### src/source/decode_pkg.sv
`default_nettype none

package decode_pkg;

    localparam int word_w     = 32;
    localparam int reg_addr_w = 5;
    localparam int reg_count  = 32;

    localparam logic [reg_addr_w-1:0] link_reg = 5'd31; // jal return address
    localparam logic [word_w-1:0]     pc_step  = 32'd4;

    // primary opcode field, inst[31:26]
    typedef enum logic [5:0] {
        op_special = 6'h00,
        op_j       = 6'h02,
        op_jal     = 6'h03,
        op_beq     = 6'h04,
        op_bne     = 6'h05,
        op_addi    = 6'h08,
        op_addiu   = 6'h09,
        op_slti    = 6'h0a,
        op_sltiu   = 6'h0b,
        op_andi    = 6'h0c,
        op_ori     = 6'h0d,
        op_xori    = 6'h0e,
        op_lui     = 6'h0f,
        op_lw      = 6'h23,
        op_sw      = 6'h2b
    } opcode_e;

    // function field of special instructions, inst[5:0]
    typedef enum logic [5:0] {
        fn_sll  = 6'h00,
        fn_srl  = 6'h02,
        fn_sra  = 6'h03,
        fn_sllv = 6'h04,
        fn_srlv = 6'h06,
        fn_srav = 6'h07,
        fn_jr   = 6'h08,
        fn_jalr = 6'h09,
        fn_add  = 6'h20,
        fn_addu = 6'h21,
        fn_sub  = 6'h22,
        fn_subu = 6'h23,
        fn_and  = 6'h24,
        fn_or   = 6'h25,
        fn_xor  = 6'h26,
        fn_nor  = 6'h27,
        fn_slt  = 6'h2a,
        fn_sltu = 6'h2b
    } funct_e;

    typedef enum logic [3:0] {
        alu_none, alu_add, alu_sub, alu_slt, alu_sltu, alu_and, alu_nor,
        alu_or, alu_xor, alu_sll, alu_srl, alu_sra, alu_lui
    } alu_op_e;

    typedef enum logic [1:0] {src1_rs, src1_pc, src1_sa, src1_none} src1_sel_e;

    typedef enum logic [2:0] {
        src2_rt, src2_simm, src2_eight, src2_zimm, src2_none
    } src2_sel_e;

    typedef enum logic [2:0] {
        br_none, br_beq, br_bne, br_j, br_jal, br_jr, br_jalr
    } branch_kind_e;

    typedef struct packed {
        logic id_stop;
        logic ex_stop;
    } stall_t;

    typedef struct packed {
        logic              valid;
        logic [word_w-1:0] pc;
        logic [word_w-1:0] inst;
    } fetch_t;

    // write-back port and forward buses share this layout
    typedef struct packed {
        logic                  we;
        logic [reg_addr_w-1:0] addr;
        logic [word_w-1:0]     data;
    } rf_write_t;

    typedef struct packed {
        logic [reg_addr_w-1:0] rs_addr;
        logic [reg_addr_w-1:0] rt_addr;
        alu_op_e               alu_op;
        src1_sel_e             src1_sel;
        src2_sel_e             src2_sel;
        logic                  mem_en;
        logic                  mem_we;
        logic                  rf_we;
        logic [reg_addr_w-1:0] rf_waddr;
        branch_kind_e          br_kind;
    } ctrl_t;

    typedef struct packed {
        logic [word_w-1:0]     pc;
        logic [word_w-1:0]     inst;
        alu_op_e               alu_op;
        src1_sel_e             src1_sel;
        src2_sel_e             src2_sel;
        logic                  mem_en;
        logic                  mem_we;
        logic                  rf_we;
        logic [reg_addr_w-1:0] rf_waddr;
        logic [word_w-1:0]     rs_value;
        logic [word_w-1:0]     rt_value;
    } id_to_ex_t;

    typedef struct packed {
        logic              taken;
        logic [word_w-1:0] target;
    } branch_t;

endpackage

`default_nettype wire

### src/source/inst_decoder.sv
`timescale 1ns/1ps
`default_nettype none

module inst_decoder (
    input  wire decode_pkg::fetch_t fetched,
    output decode_pkg::ctrl_t       ctrl
);

    decode_pkg::opcode_e opcode;
    decode_pkg::funct_e  funct;
    logic [decode_pkg::reg_addr_w-1:0] rd;
    logic known;

    assign opcode = decode_pkg::opcode_e'(fetched.inst[31:26]);
    assign funct  = decode_pkg::funct_e'(fetched.inst[5:0]);
    assign rd     = fetched.inst[15:11];

    always_comb begin
        ctrl.rs_addr  = fetched.inst[25:21];
        ctrl.rt_addr  = fetched.inst[20:16];
        ctrl.alu_op   = decode_pkg::alu_none;
        ctrl.src1_sel = decode_pkg::src1_none;
        ctrl.src2_sel = decode_pkg::src2_none;
        ctrl.mem_en   = 1'b0;
        ctrl.mem_we   = 1'b0;
        ctrl.rf_we    = 1'b0;
        ctrl.rf_waddr = '0;
        ctrl.br_kind  = decode_pkg::br_none;
        known         = 1'b1;

        case (opcode)
            decode_pkg::op_special: begin
                // R-type default: rs op rt -> rd
                ctrl.src1_sel = decode_pkg::src1_rs;
                ctrl.src2_sel = decode_pkg::src2_rt;
                ctrl.rf_we    = 1'b1;
                ctrl.rf_waddr = rd;
                case (funct)
                    decode_pkg::fn_add, decode_pkg::fn_addu: ctrl.alu_op = decode_pkg::alu_add;
                    decode_pkg::fn_sub, decode_pkg::fn_subu: ctrl.alu_op = decode_pkg::alu_sub;
                    decode_pkg::fn_slt:  ctrl.alu_op = decode_pkg::alu_slt;
                    decode_pkg::fn_sltu: ctrl.alu_op = decode_pkg::alu_sltu;
                    decode_pkg::fn_and:  ctrl.alu_op = decode_pkg::alu_and;
                    decode_pkg::fn_or:   ctrl.alu_op = decode_pkg::alu_or;
                    decode_pkg::fn_xor:  ctrl.alu_op = decode_pkg::alu_xor;
                    decode_pkg::fn_nor:  ctrl.alu_op = decode_pkg::alu_nor;
                    decode_pkg::fn_sllv: ctrl.alu_op = decode_pkg::alu_sll;
                    decode_pkg::fn_srlv: ctrl.alu_op = decode_pkg::alu_srl;
                    decode_pkg::fn_srav: ctrl.alu_op = decode_pkg::alu_sra;
                    decode_pkg::fn_sll, decode_pkg::fn_srl, decode_pkg::fn_sra: begin
                        ctrl.src1_sel = decode_pkg::src1_sa; // shift amount from inst
                        ctrl.alu_op   = (funct == decode_pkg::fn_sll) ? decode_pkg::alu_sll :
                                        (funct == decode_pkg::fn_srl) ? decode_pkg::alu_srl :
                                                                        decode_pkg::alu_sra;
                    end
                    decode_pkg::fn_jr: begin
                        ctrl.src2_sel = decode_pkg::src2_none;
                        ctrl.rf_we    = 1'b0;
                        ctrl.rf_waddr = '0;
                        ctrl.br_kind  = decode_pkg::br_jr;
                    end
                    decode_pkg::fn_jalr: begin
                        ctrl.src1_sel = decode_pkg::src1_pc; // link value pc + 8
                        ctrl.src2_sel = decode_pkg::src2_eight;
                        ctrl.alu_op   = decode_pkg::alu_add;
                        ctrl.br_kind  = decode_pkg::br_jalr;
                    end
                    default: known = 1'b0;
                endcase
            end
            decode_pkg::op_addi, decode_pkg::op_addiu, decode_pkg::op_slti,
            decode_pkg::op_sltiu, decode_pkg::op_lw: begin
                ctrl.src1_sel = decode_pkg::src1_rs;
                ctrl.src2_sel = decode_pkg::src2_simm;
                ctrl.rf_we    = 1'b1;
                ctrl.rf_waddr = ctrl.rt_addr;
                ctrl.alu_op   = (opcode == decode_pkg::op_slti)  ? decode_pkg::alu_slt  :
                                (opcode == decode_pkg::op_sltiu) ? decode_pkg::alu_sltu :
                                                                   decode_pkg::alu_add;
                ctrl.mem_en   = (opcode == decode_pkg::op_lw);
            end
            decode_pkg::op_andi, decode_pkg::op_ori, decode_pkg::op_xori: begin
                ctrl.src1_sel = decode_pkg::src1_rs;
                ctrl.src2_sel = decode_pkg::src2_zimm; // logical ops zero-extend
                ctrl.rf_we    = 1'b1;
                ctrl.rf_waddr = ctrl.rt_addr;
                ctrl.alu_op   = (opcode == decode_pkg::op_andi) ? decode_pkg::alu_and :
                                (opcode == decode_pkg::op_ori)  ? decode_pkg::alu_or  :
                                                                  decode_pkg::alu_xor;
            end
            decode_pkg::op_lui: begin
                ctrl.src2_sel = decode_pkg::src2_simm;
                ctrl.alu_op   = decode_pkg::alu_lui;
                ctrl.rf_we    = 1'b1;
                ctrl.rf_waddr = ctrl.rt_addr;
            end
            decode_pkg::op_sw: begin
                ctrl.src1_sel = decode_pkg::src1_rs;
                ctrl.src2_sel = decode_pkg::src2_simm;
                ctrl.alu_op   = decode_pkg::alu_add; // address calc
                ctrl.mem_en   = 1'b1;
                ctrl.mem_we   = 1'b1;
            end
            decode_pkg::op_beq: ctrl.br_kind = decode_pkg::br_beq;
            decode_pkg::op_bne: ctrl.br_kind = decode_pkg::br_bne;
            decode_pkg::op_j:   ctrl.br_kind = decode_pkg::br_j;
            decode_pkg::op_jal: begin
                ctrl.src1_sel = decode_pkg::src1_pc;
                ctrl.src2_sel = decode_pkg::src2_eight;
                ctrl.alu_op   = decode_pkg::alu_add;
                ctrl.rf_we    = 1'b1;
                ctrl.rf_waddr = decode_pkg::link_reg;
                ctrl.br_kind  = decode_pkg::br_jal;
            end
            default: known = 1'b0;
        endcase

        // bubble or unknown opcode must not write or branch
        if (!fetched.valid || !known) begin
            ctrl.alu_op  = decode_pkg::alu_none;
            ctrl.mem_en  = 1'b0;
            ctrl.mem_we  = 1'b0;
            ctrl.rf_we   = 1'b0;
            ctrl.br_kind = decode_pkg::br_none;
        end
    end

endmodule

`default_nettype wire

### src/source/regfile.sv
`timescale 1ns/1ps
`default_nettype none

module regfile (
    input  wire                                   clk,
    input  wire                                   rst,
    input  wire  [decode_pkg::reg_addr_w-1:0]     raddr1,
    input  wire  [decode_pkg::reg_addr_w-1:0]     raddr2,
    output logic [decode_pkg::word_w-1:0]         rdata1,
    output logic [decode_pkg::word_w-1:0]         rdata2,
    input  wire  decode_pkg::rf_write_t           write
);

    logic [decode_pkg::word_w-1:0] regs [decode_pkg::reg_count];

    always_ff @(posedge clk) begin
        if (rst) begin
            for (int i = 0; i < decode_pkg::reg_count; i++) begin
                regs[i] <= '0;
            end
        end else if (write.we && write.addr != '0) begin
            regs[write.addr] <= write.data; // r0 never written
        end
    end

    // same-cycle write is not seen here, forwarding covers it
    assign rdata1 = (raddr1 == '0) ? '0 : regs[raddr1];
    assign rdata2 = (raddr2 == '0) ? '0 : regs[raddr2];

endmodule

`default_nettype wire

### src/source/operand_forward.sv
`timescale 1ns/1ps
`default_nettype none

module operand_forward (
    input  wire  decode_pkg::ctrl_t           ctrl,
    input  wire  [decode_pkg::word_w-1:0]     rf_rs,
    input  wire  [decode_pkg::word_w-1:0]     rf_rt,
    input  wire  decode_pkg::rf_write_t       ex_fwd,
    input  wire  decode_pkg::rf_write_t       mem_fwd,
    input  wire  decode_pkg::rf_write_t       wb_fwd,
    input  wire                               ex_is_load,
    output logic [decode_pkg::word_w-1:0]     rs_value,
    output logic [decode_pkg::word_w-1:0]     rt_value,
    output logic                              stall_req
);

    // youngest producer first: ex, then mem, then wb
    function automatic logic [decode_pkg::word_w-1:0] pick(
        input logic [decode_pkg::reg_addr_w-1:0] idx,
        input logic [decode_pkg::word_w-1:0]     rf_val,
        input decode_pkg::rf_write_t             ex,
        input decode_pkg::rf_write_t             mem,
        input decode_pkg::rf_write_t             wb
    );
        logic [decode_pkg::word_w-1:0] value;
        value = rf_val;
        if (idx != '0) begin // r0 stays zero
            if (ex.we && ex.addr == idx) begin
                value = ex.data;
            end else if (mem.we && mem.addr == idx) begin
                value = mem.data;
            end else if (wb.we && wb.addr == idx) begin
                value = wb.data;
            end
        end
        return value;
    endfunction

    always_comb begin
        rs_value = pick(ctrl.rs_addr, rf_rs, ex_fwd, mem_fwd, wb_fwd);
        rt_value = pick(ctrl.rt_addr, rf_rt, ex_fwd, mem_fwd, wb_fwd);
    end

    // load data not ready until mem, so hold decode one cycle
    assign stall_req = ex_is_load &&
                       (ex_fwd.addr == ctrl.rs_addr || ex_fwd.addr == ctrl.rt_addr);

endmodule

`default_nettype wire

### src/source/branch_unit.sv
`timescale 1ns/1ps
`default_nettype none

module branch_unit (
    input  wire  decode_pkg::ctrl_t           ctrl,
    input  wire  [decode_pkg::word_w-1:0]     pc,
    input  wire  [decode_pkg::word_w-1:0]     inst,
    input  wire  [decode_pkg::word_w-1:0]     rs_value,
    input  wire  [decode_pkg::word_w-1:0]     rt_value,
    output decode_pkg::branch_t               branch
);

    logic [decode_pkg::word_w-1:0] pc_next;
    logic [decode_pkg::word_w-1:0] br_offset;
    logic [decode_pkg::word_w-1:0] jump_addr;
    logic                          equal;

    assign pc_next   = pc + decode_pkg::pc_step;
    assign br_offset = {{14{inst[15]}}, inst[15:0], 2'b00}; // word offset to bytes
    assign jump_addr = {pc_next[31:28], inst[25:0], 2'b00}; // same 256MB region
    assign equal     = (rs_value == rt_value);

    always_comb begin
        branch.taken  = 1'b0;
        branch.target = '0;
        case (ctrl.br_kind)
            decode_pkg::br_beq: begin
                branch.taken  = equal;
                branch.target = equal ? pc_next + br_offset : '0;
            end
            decode_pkg::br_bne: begin
                branch.taken  = !equal;
                branch.target = !equal ? pc_next + br_offset : '0;
            end
            decode_pkg::br_j, decode_pkg::br_jal: begin
                branch.taken  = 1'b1;
                branch.target = jump_addr;
            end
            decode_pkg::br_jr, decode_pkg::br_jalr: begin
                branch.taken  = 1'b1;
                branch.target = rs_value; // forwarded value
            end
            default: ;
        endcase
    end

endmodule

`default_nettype wire

### src/source/decode_stage.sv
`timescale 1ns/1ps
`default_nettype none

module decode_stage (
    input  wire                         clk,
    input  wire                         rst,
    input  wire  decode_pkg::stall_t    stall,
    input  wire  decode_pkg::fetch_t    fetch,
    input  wire  decode_pkg::rf_write_t wb_write,
    input  wire  decode_pkg::rf_write_t ex_fwd,
    input  wire  decode_pkg::rf_write_t mem_fwd,
    input  wire                         ex_is_load,
    output decode_pkg::id_to_ex_t       id_to_ex,
    output decode_pkg::branch_t         branch,
    output logic                        stall_req
);

    decode_pkg::fetch_t            fetch_r; // fetch-to-decode register
    decode_pkg::ctrl_t             ctrl;
    logic [decode_pkg::word_w-1:0] rf_rs;
    logic [decode_pkg::word_w-1:0] rf_rt;
    logic [decode_pkg::word_w-1:0] rs_value;
    logic [decode_pkg::word_w-1:0] rt_value;

    always_ff @(posedge clk) begin
        if (rst) begin
            fetch_r <= '0;
        end else if (stall.id_stop && !stall.ex_stop) begin
            fetch_r <= '0; // bubble into ex
        end else if (!stall.id_stop) begin
            fetch_r <= fetch;
        end
        // both stops: hold
    end

    inst_decoder u_decoder (
        .fetched (fetch_r),
        .ctrl    (ctrl)
    );

    regfile u_regfile (
        .clk    (clk),
        .rst    (rst),
        .raddr1 (ctrl.rs_addr),
        .raddr2 (ctrl.rt_addr),
        .rdata1 (rf_rs),
        .rdata2 (rf_rt),
        .write  (wb_write)
    );

    operand_forward u_forward (
        .ctrl       (ctrl),
        .rf_rs      (rf_rs),
        .rf_rt      (rf_rt),
        .ex_fwd     (ex_fwd),
        .mem_fwd    (mem_fwd),
        .wb_fwd     (wb_write), // wb is also the last forward source
        .ex_is_load (ex_is_load),
        .rs_value   (rs_value),
        .rt_value   (rt_value),
        .stall_req  (stall_req)
    );

    branch_unit u_branch (
        .ctrl     (ctrl),
        .pc       (fetch_r.pc),
        .inst     (fetch_r.inst),
        .rs_value (rs_value),
        .rt_value (rt_value),
        .branch   (branch)
    );

    always_comb begin
        id_to_ex.pc       = fetch_r.pc;
        id_to_ex.inst     = fetch_r.inst;
        id_to_ex.alu_op   = ctrl.alu_op;
        id_to_ex.src1_sel = ctrl.src1_sel;
        id_to_ex.src2_sel = ctrl.src2_sel;
        id_to_ex.mem_en   = ctrl.mem_en;
        id_to_ex.mem_we   = ctrl.mem_we;
        id_to_ex.rf_we    = ctrl.rf_we;
        id_to_ex.rf_waddr = ctrl.rf_waddr;
        id_to_ex.rs_value = rs_value;
        id_to_ex.rt_value = rt_value;
    end

endmodule

`default_nettype wire

### config.mk
export PLATFORM = sky130hd
export DESIGN_NAME = decode_stage
export DESIGN_NICKNAME = d
export VERILOG_FILES = /design/src/source/decode_pkg.sv /design/src/source/inst_decoder.sv /design/src/source/regfile.sv /design/src/source/operand_forward.sv /design/src/source/branch_unit.sv /design/src/source/decode_stage.sv
export SDC_FILE = /design/constraint.sdc
export NUM_CORES = 2
export LEC_CHECK = 0
export BUFFER_PORTS_ARGS = -buffer_cell sky130_fd_sc_hd__buf_2
export CORE_MARGIN = 8
export CORE_UTILIZATION = 55
export CTS_BUF_LIST = sky130_fd_sc_hd__clkbuf_4 sky130_fd_sc_hd__clkbuf_8
export DETAILED_ROUTE_END_ITERATION = 6
export PLACE_DENSITY = 0.73
export SYNTH_ARGS = -nofsm -noshare
export SYNTH_HDL_FRONTEND = slang
export SYNTH_SLANG_ARGS = --single-unit
### constraint.sdc
create_clock -name clk -period 7.8 [get_ports clk]
set_clock_uncertainty 0.2 [all_clocks]
set_input_delay 1.56 -clock clk [delete_from_list [all_inputs] [get_ports clk]]
set_output_delay 1.56 -clock clk [all_outputs]
set_load 0.005 [all_outputs]
==> summary.txt <==
Timing
  – Max-slew violations: 0
  – Tmin final: 7.86 ns
  – Fin Hold WS: 0.362 ns
  – Final worst slack: -0.0569 ns
  – Hold Fails Final Rpt: 0
  – Final Cycle Share: 101%
  – Relative slew slack: 10.8%
  – Final setup violation count: 4
  – Fin Setup TNS: -0.100 ns
  – Worst Max-Slew Pin Slew: 1.34 ns
  – FMAX: 127 MHz
  – RSZ-0062 raised after global routing: yes

Clock network
  – H-tree depth: 4
  – CTS tree: built
  – CTS sink cnt: 1,099
  – CTS Buffer Depth: 3
  – TritonCTS Buffers: 183
  – Clk Latency, worst-skew pair: 0.98 ns
  – Clock root cell: clkbuf_8
  – CTS clk-pin slew, worst paths: 0.06 ns
  – Hold_buf cts: 0

Global routing
  – Initial antenna violation count: 62
  – Global route total overflow: 0
  – Vias in the first global route: 49.9k
  – Tot GR Track Use: 47.7%
  – First-pass GRT wire length: 414 mm
  – Largest net degree at the start of global routing: 52

Detailed routing
  – Residual DRC: 6
  – 1st-iter DRT viols: 11.8k
  – Drt via density: 7.48
  – Total routed wirelength: 314 mm
  – WL/cell: 44.4 µm
  – Via count: 52.9k
  – DR pass1 iterations: 7
  – Post-route ant nets: 0

Die
  – # rows: 125
  – I/O Pins: 363
  – Core ar.: 116,000 µm²
  – Die width: 358 µm
  – Die ar.: 128,000 µm²
  – Die Ht: 358 µm
  – Starting Density: 55.3%

Critical path
  – CP Class: input pin to output pin
  – CP Data Arrival Time: 6.10 ns
  – CP endpoint kind: output pin
  – CP Launch Type: input pin
  – Crit-path max FO: 27
  – Worst EP required: 6.04 ns
  – Cells along the critical path: buf_2 -> xnor2_1 -> nand4_1 -> buf_4 -> a211oi_1 -> buf_4 -> a221oi_1 -> o2bb2ai_1 -> xnor2_1 -> nor4_1 -> nand4bb_1 -> nor4_4 -> buf_4 -> mux2i_2 -> nand2_4 -> buf_12 -> o21ai_0 -> buf_2
  – Slowest-stage cell, CP: nor4_4
  – Critical Path Max Stage Delay: 0.46 ns
  – Most used cell, CP: buf_4

Min path
  – Hold crit path type: flop to flop

Layout
  – Fillers: 8,970
  – Area Overhead vs Synth: 13.1%
  – Finished Layout Cells: 7,064
  – Final nets: 5,568
  – Area of the multi-input gates: 29,300 µm²
  – Share of layout cells above drive strength 1: 30.1%
  – Post-route cell area: 72,600 µm²
  – Seq. cell area: 32,300 µm²

Logic synthesis
  – Yosys reg bits: 1,099
  – Synthesized area per cell: 13.0 µm²
  – Post-Synthesis Cells: 4,947
  – Total number of yosys warnings: 0
  – Asr flop ratio synth: 0%
  – Synth Cell Area: 64,200 µm²
  – Post-synth cell types: 91
  – Number of flops mapped to enable cells by yosys: 1,024
  – Register area share after synthesis: 50.2%
  – Top FF cell, synth: edfxtp_1

Run status
  – Outcome: finished, violations left
  – Failing checks: DRC, setup timing

Placed design
  – Placed Cells: 6,656
  – GP Congestion: 1.10
  – Port bufs: 362
  – Detailed Place HPWL: 210 mm
  – DP Area: 68,300 µm²

Power and ir drop
  – PD cells: 208 nW/µm²
  – Lkg Pwr: 25.9 nW
  – Maximum VDD drop: 0.170 mV

Flow run
  – Max cap viols: 0
cells by family after synthesis:
| logic type | share of synthesized area [%] |
|---|---|
| adders and majority gates | 0.713 |
| AOI/OAI and AO/OA | 7.90 |
| muxes | 19.5 |
| other | 0.00584 |
| and+or+nand+nor | 15.2 |
| DFF | 50.2 |
| xor gates and xnor gates | 1.53 |
| buffers and inverters | 4.88 |
state kept, by name, summed over array words and instances (netlist names), named ones only:
signal,cells
u_regfile.regs,1024
id_to_ex,64
fetch_r,1
layout by cell type, fill, tap and decap left out, drive strengths merged, types with 38 or more instances in the layout:
cell / synthesis / final
edfxtp: 1024 / 1024
and2: 1007 / 1007
buf: 254 / 723
mux4: 428 / 428
clkbuf: 286 / 270
mux2i: 252 / 252
nor2: 212 / 212
o22ai: 116 / 116
nand2: 104 / 104
a22oi: 88 / 88
o21ai: 88 / 88
a21oi: 86 / 86
nand3: 77 / 77
dfxtp: 75 / 75
xnor2: 74 / 74
nor3: 71 / 71
inv: 53 / 62
diode: 0 / 53
clkinv: 2 / 46
or2: 39 / 39
xor2: 38 / 38
per-layer routing:
layer  wire, µm  vias up  global-route usage [%]  part of all wire, %
li1           -    19700                       -                    -
met4      29100       36                    35.3                  9.3
met5        322        -                   0.423                 0.10
met2     127000     5854                    66.1                   40
met3      57200     1484                    23.0                   18
met1     100000    25800                    57.4                   32
through the flow:
step	worst slack, ns	utilization [%]	total power [W]
6_report	-0.0569	62.6	0.0151
5_1_grt	-0.0230	62.5	0.0153
4_1_cts	0.0141	62.2	0.0148
3_5_place_dp	-0.125	58.8	0.00965
3_3_place_gp	-0.0690	58.8	0.00962
2_1_floorplan	1.22	-	0.00834
timing repair:
item | CTS | global route
buffers inserted | 21 | 8
resized for setup | 21 | 30
pin swaps | 1 | 1
endpoints found under the setup margin | 33 | 32
endpoints found under the hold margin | 0 | 0
gates cloned | 0 | 2
cells in the mapped netlist, drive strengths merged (77+ instances only):
cell    count  area share (%)
a21oi      86            0.68
a22oi      88             1.0
and2     1007             9.8
buf       254             2.9
clkbuf    286             1.7
edfxtp   1024              48
mux2i     252             3.9
mux4      428              15
nand2     104            0.62
nand3      77            0.60
nor2      212             1.2
o21ai      88            0.80
o22ai     116             1.1
report_power, final:
part	internal [W]	total (W)	switching, W	leakage [nW]
logic	0.000964	0.00276	0.00180	13.6
registers	0.00677	0.00700	0.000232	10.4
clock network	0.00274	0.00532	0.00258	1.95
cell type report:
class / count / area share (%)
Sequential cell: 1099 / 44.5
Multi-Input combinational cell: 3284 / 40.4
Timing Repair Buffer: 725 / 6.93
Clock buffer: 268 / 4.42
Tap cell: 1524 / 2.63
Clock inverter: 56 / 0.650
Inverter: 55 / 0.284
Antenna cell: 53 / 0.183
worst max-delay path: cells and delay by family:
kind / cells / cell delay [ns]
AO/OA/AOI/OAI: 4 / 0.92
AND/OR/NAND/NOR: 5 / 1.53
multiplexers: 1 / 0.28
buffers and inverters: 6 / 1.43
XOR/XNOR: 2 / 0.33
path summary, 6_finish.rpt:
path	from	endpoint	slack [ns]	cells past startpoint
worst max-delay path	wb_write[35]	branch[9]	-0.06	18
worst max register to register	id_to_ex[96]$_SDFFE_PP0N_	id_to_ex[96]$_SDFFE_PP0N_	6.07	2
worst min register to register	id_to_ex[144]$_SDFFE_PP0N_	id_to_ex[144]$_SDFFE_PP0N_	0.36	2
worst min-delay path	id_to_ex[144]$_SDFFE_PP0N_	id_to_ex[144]$_SDFFE_PP0N_	0.36	2
Note: power is estimated with default switching activity, not from simulation.
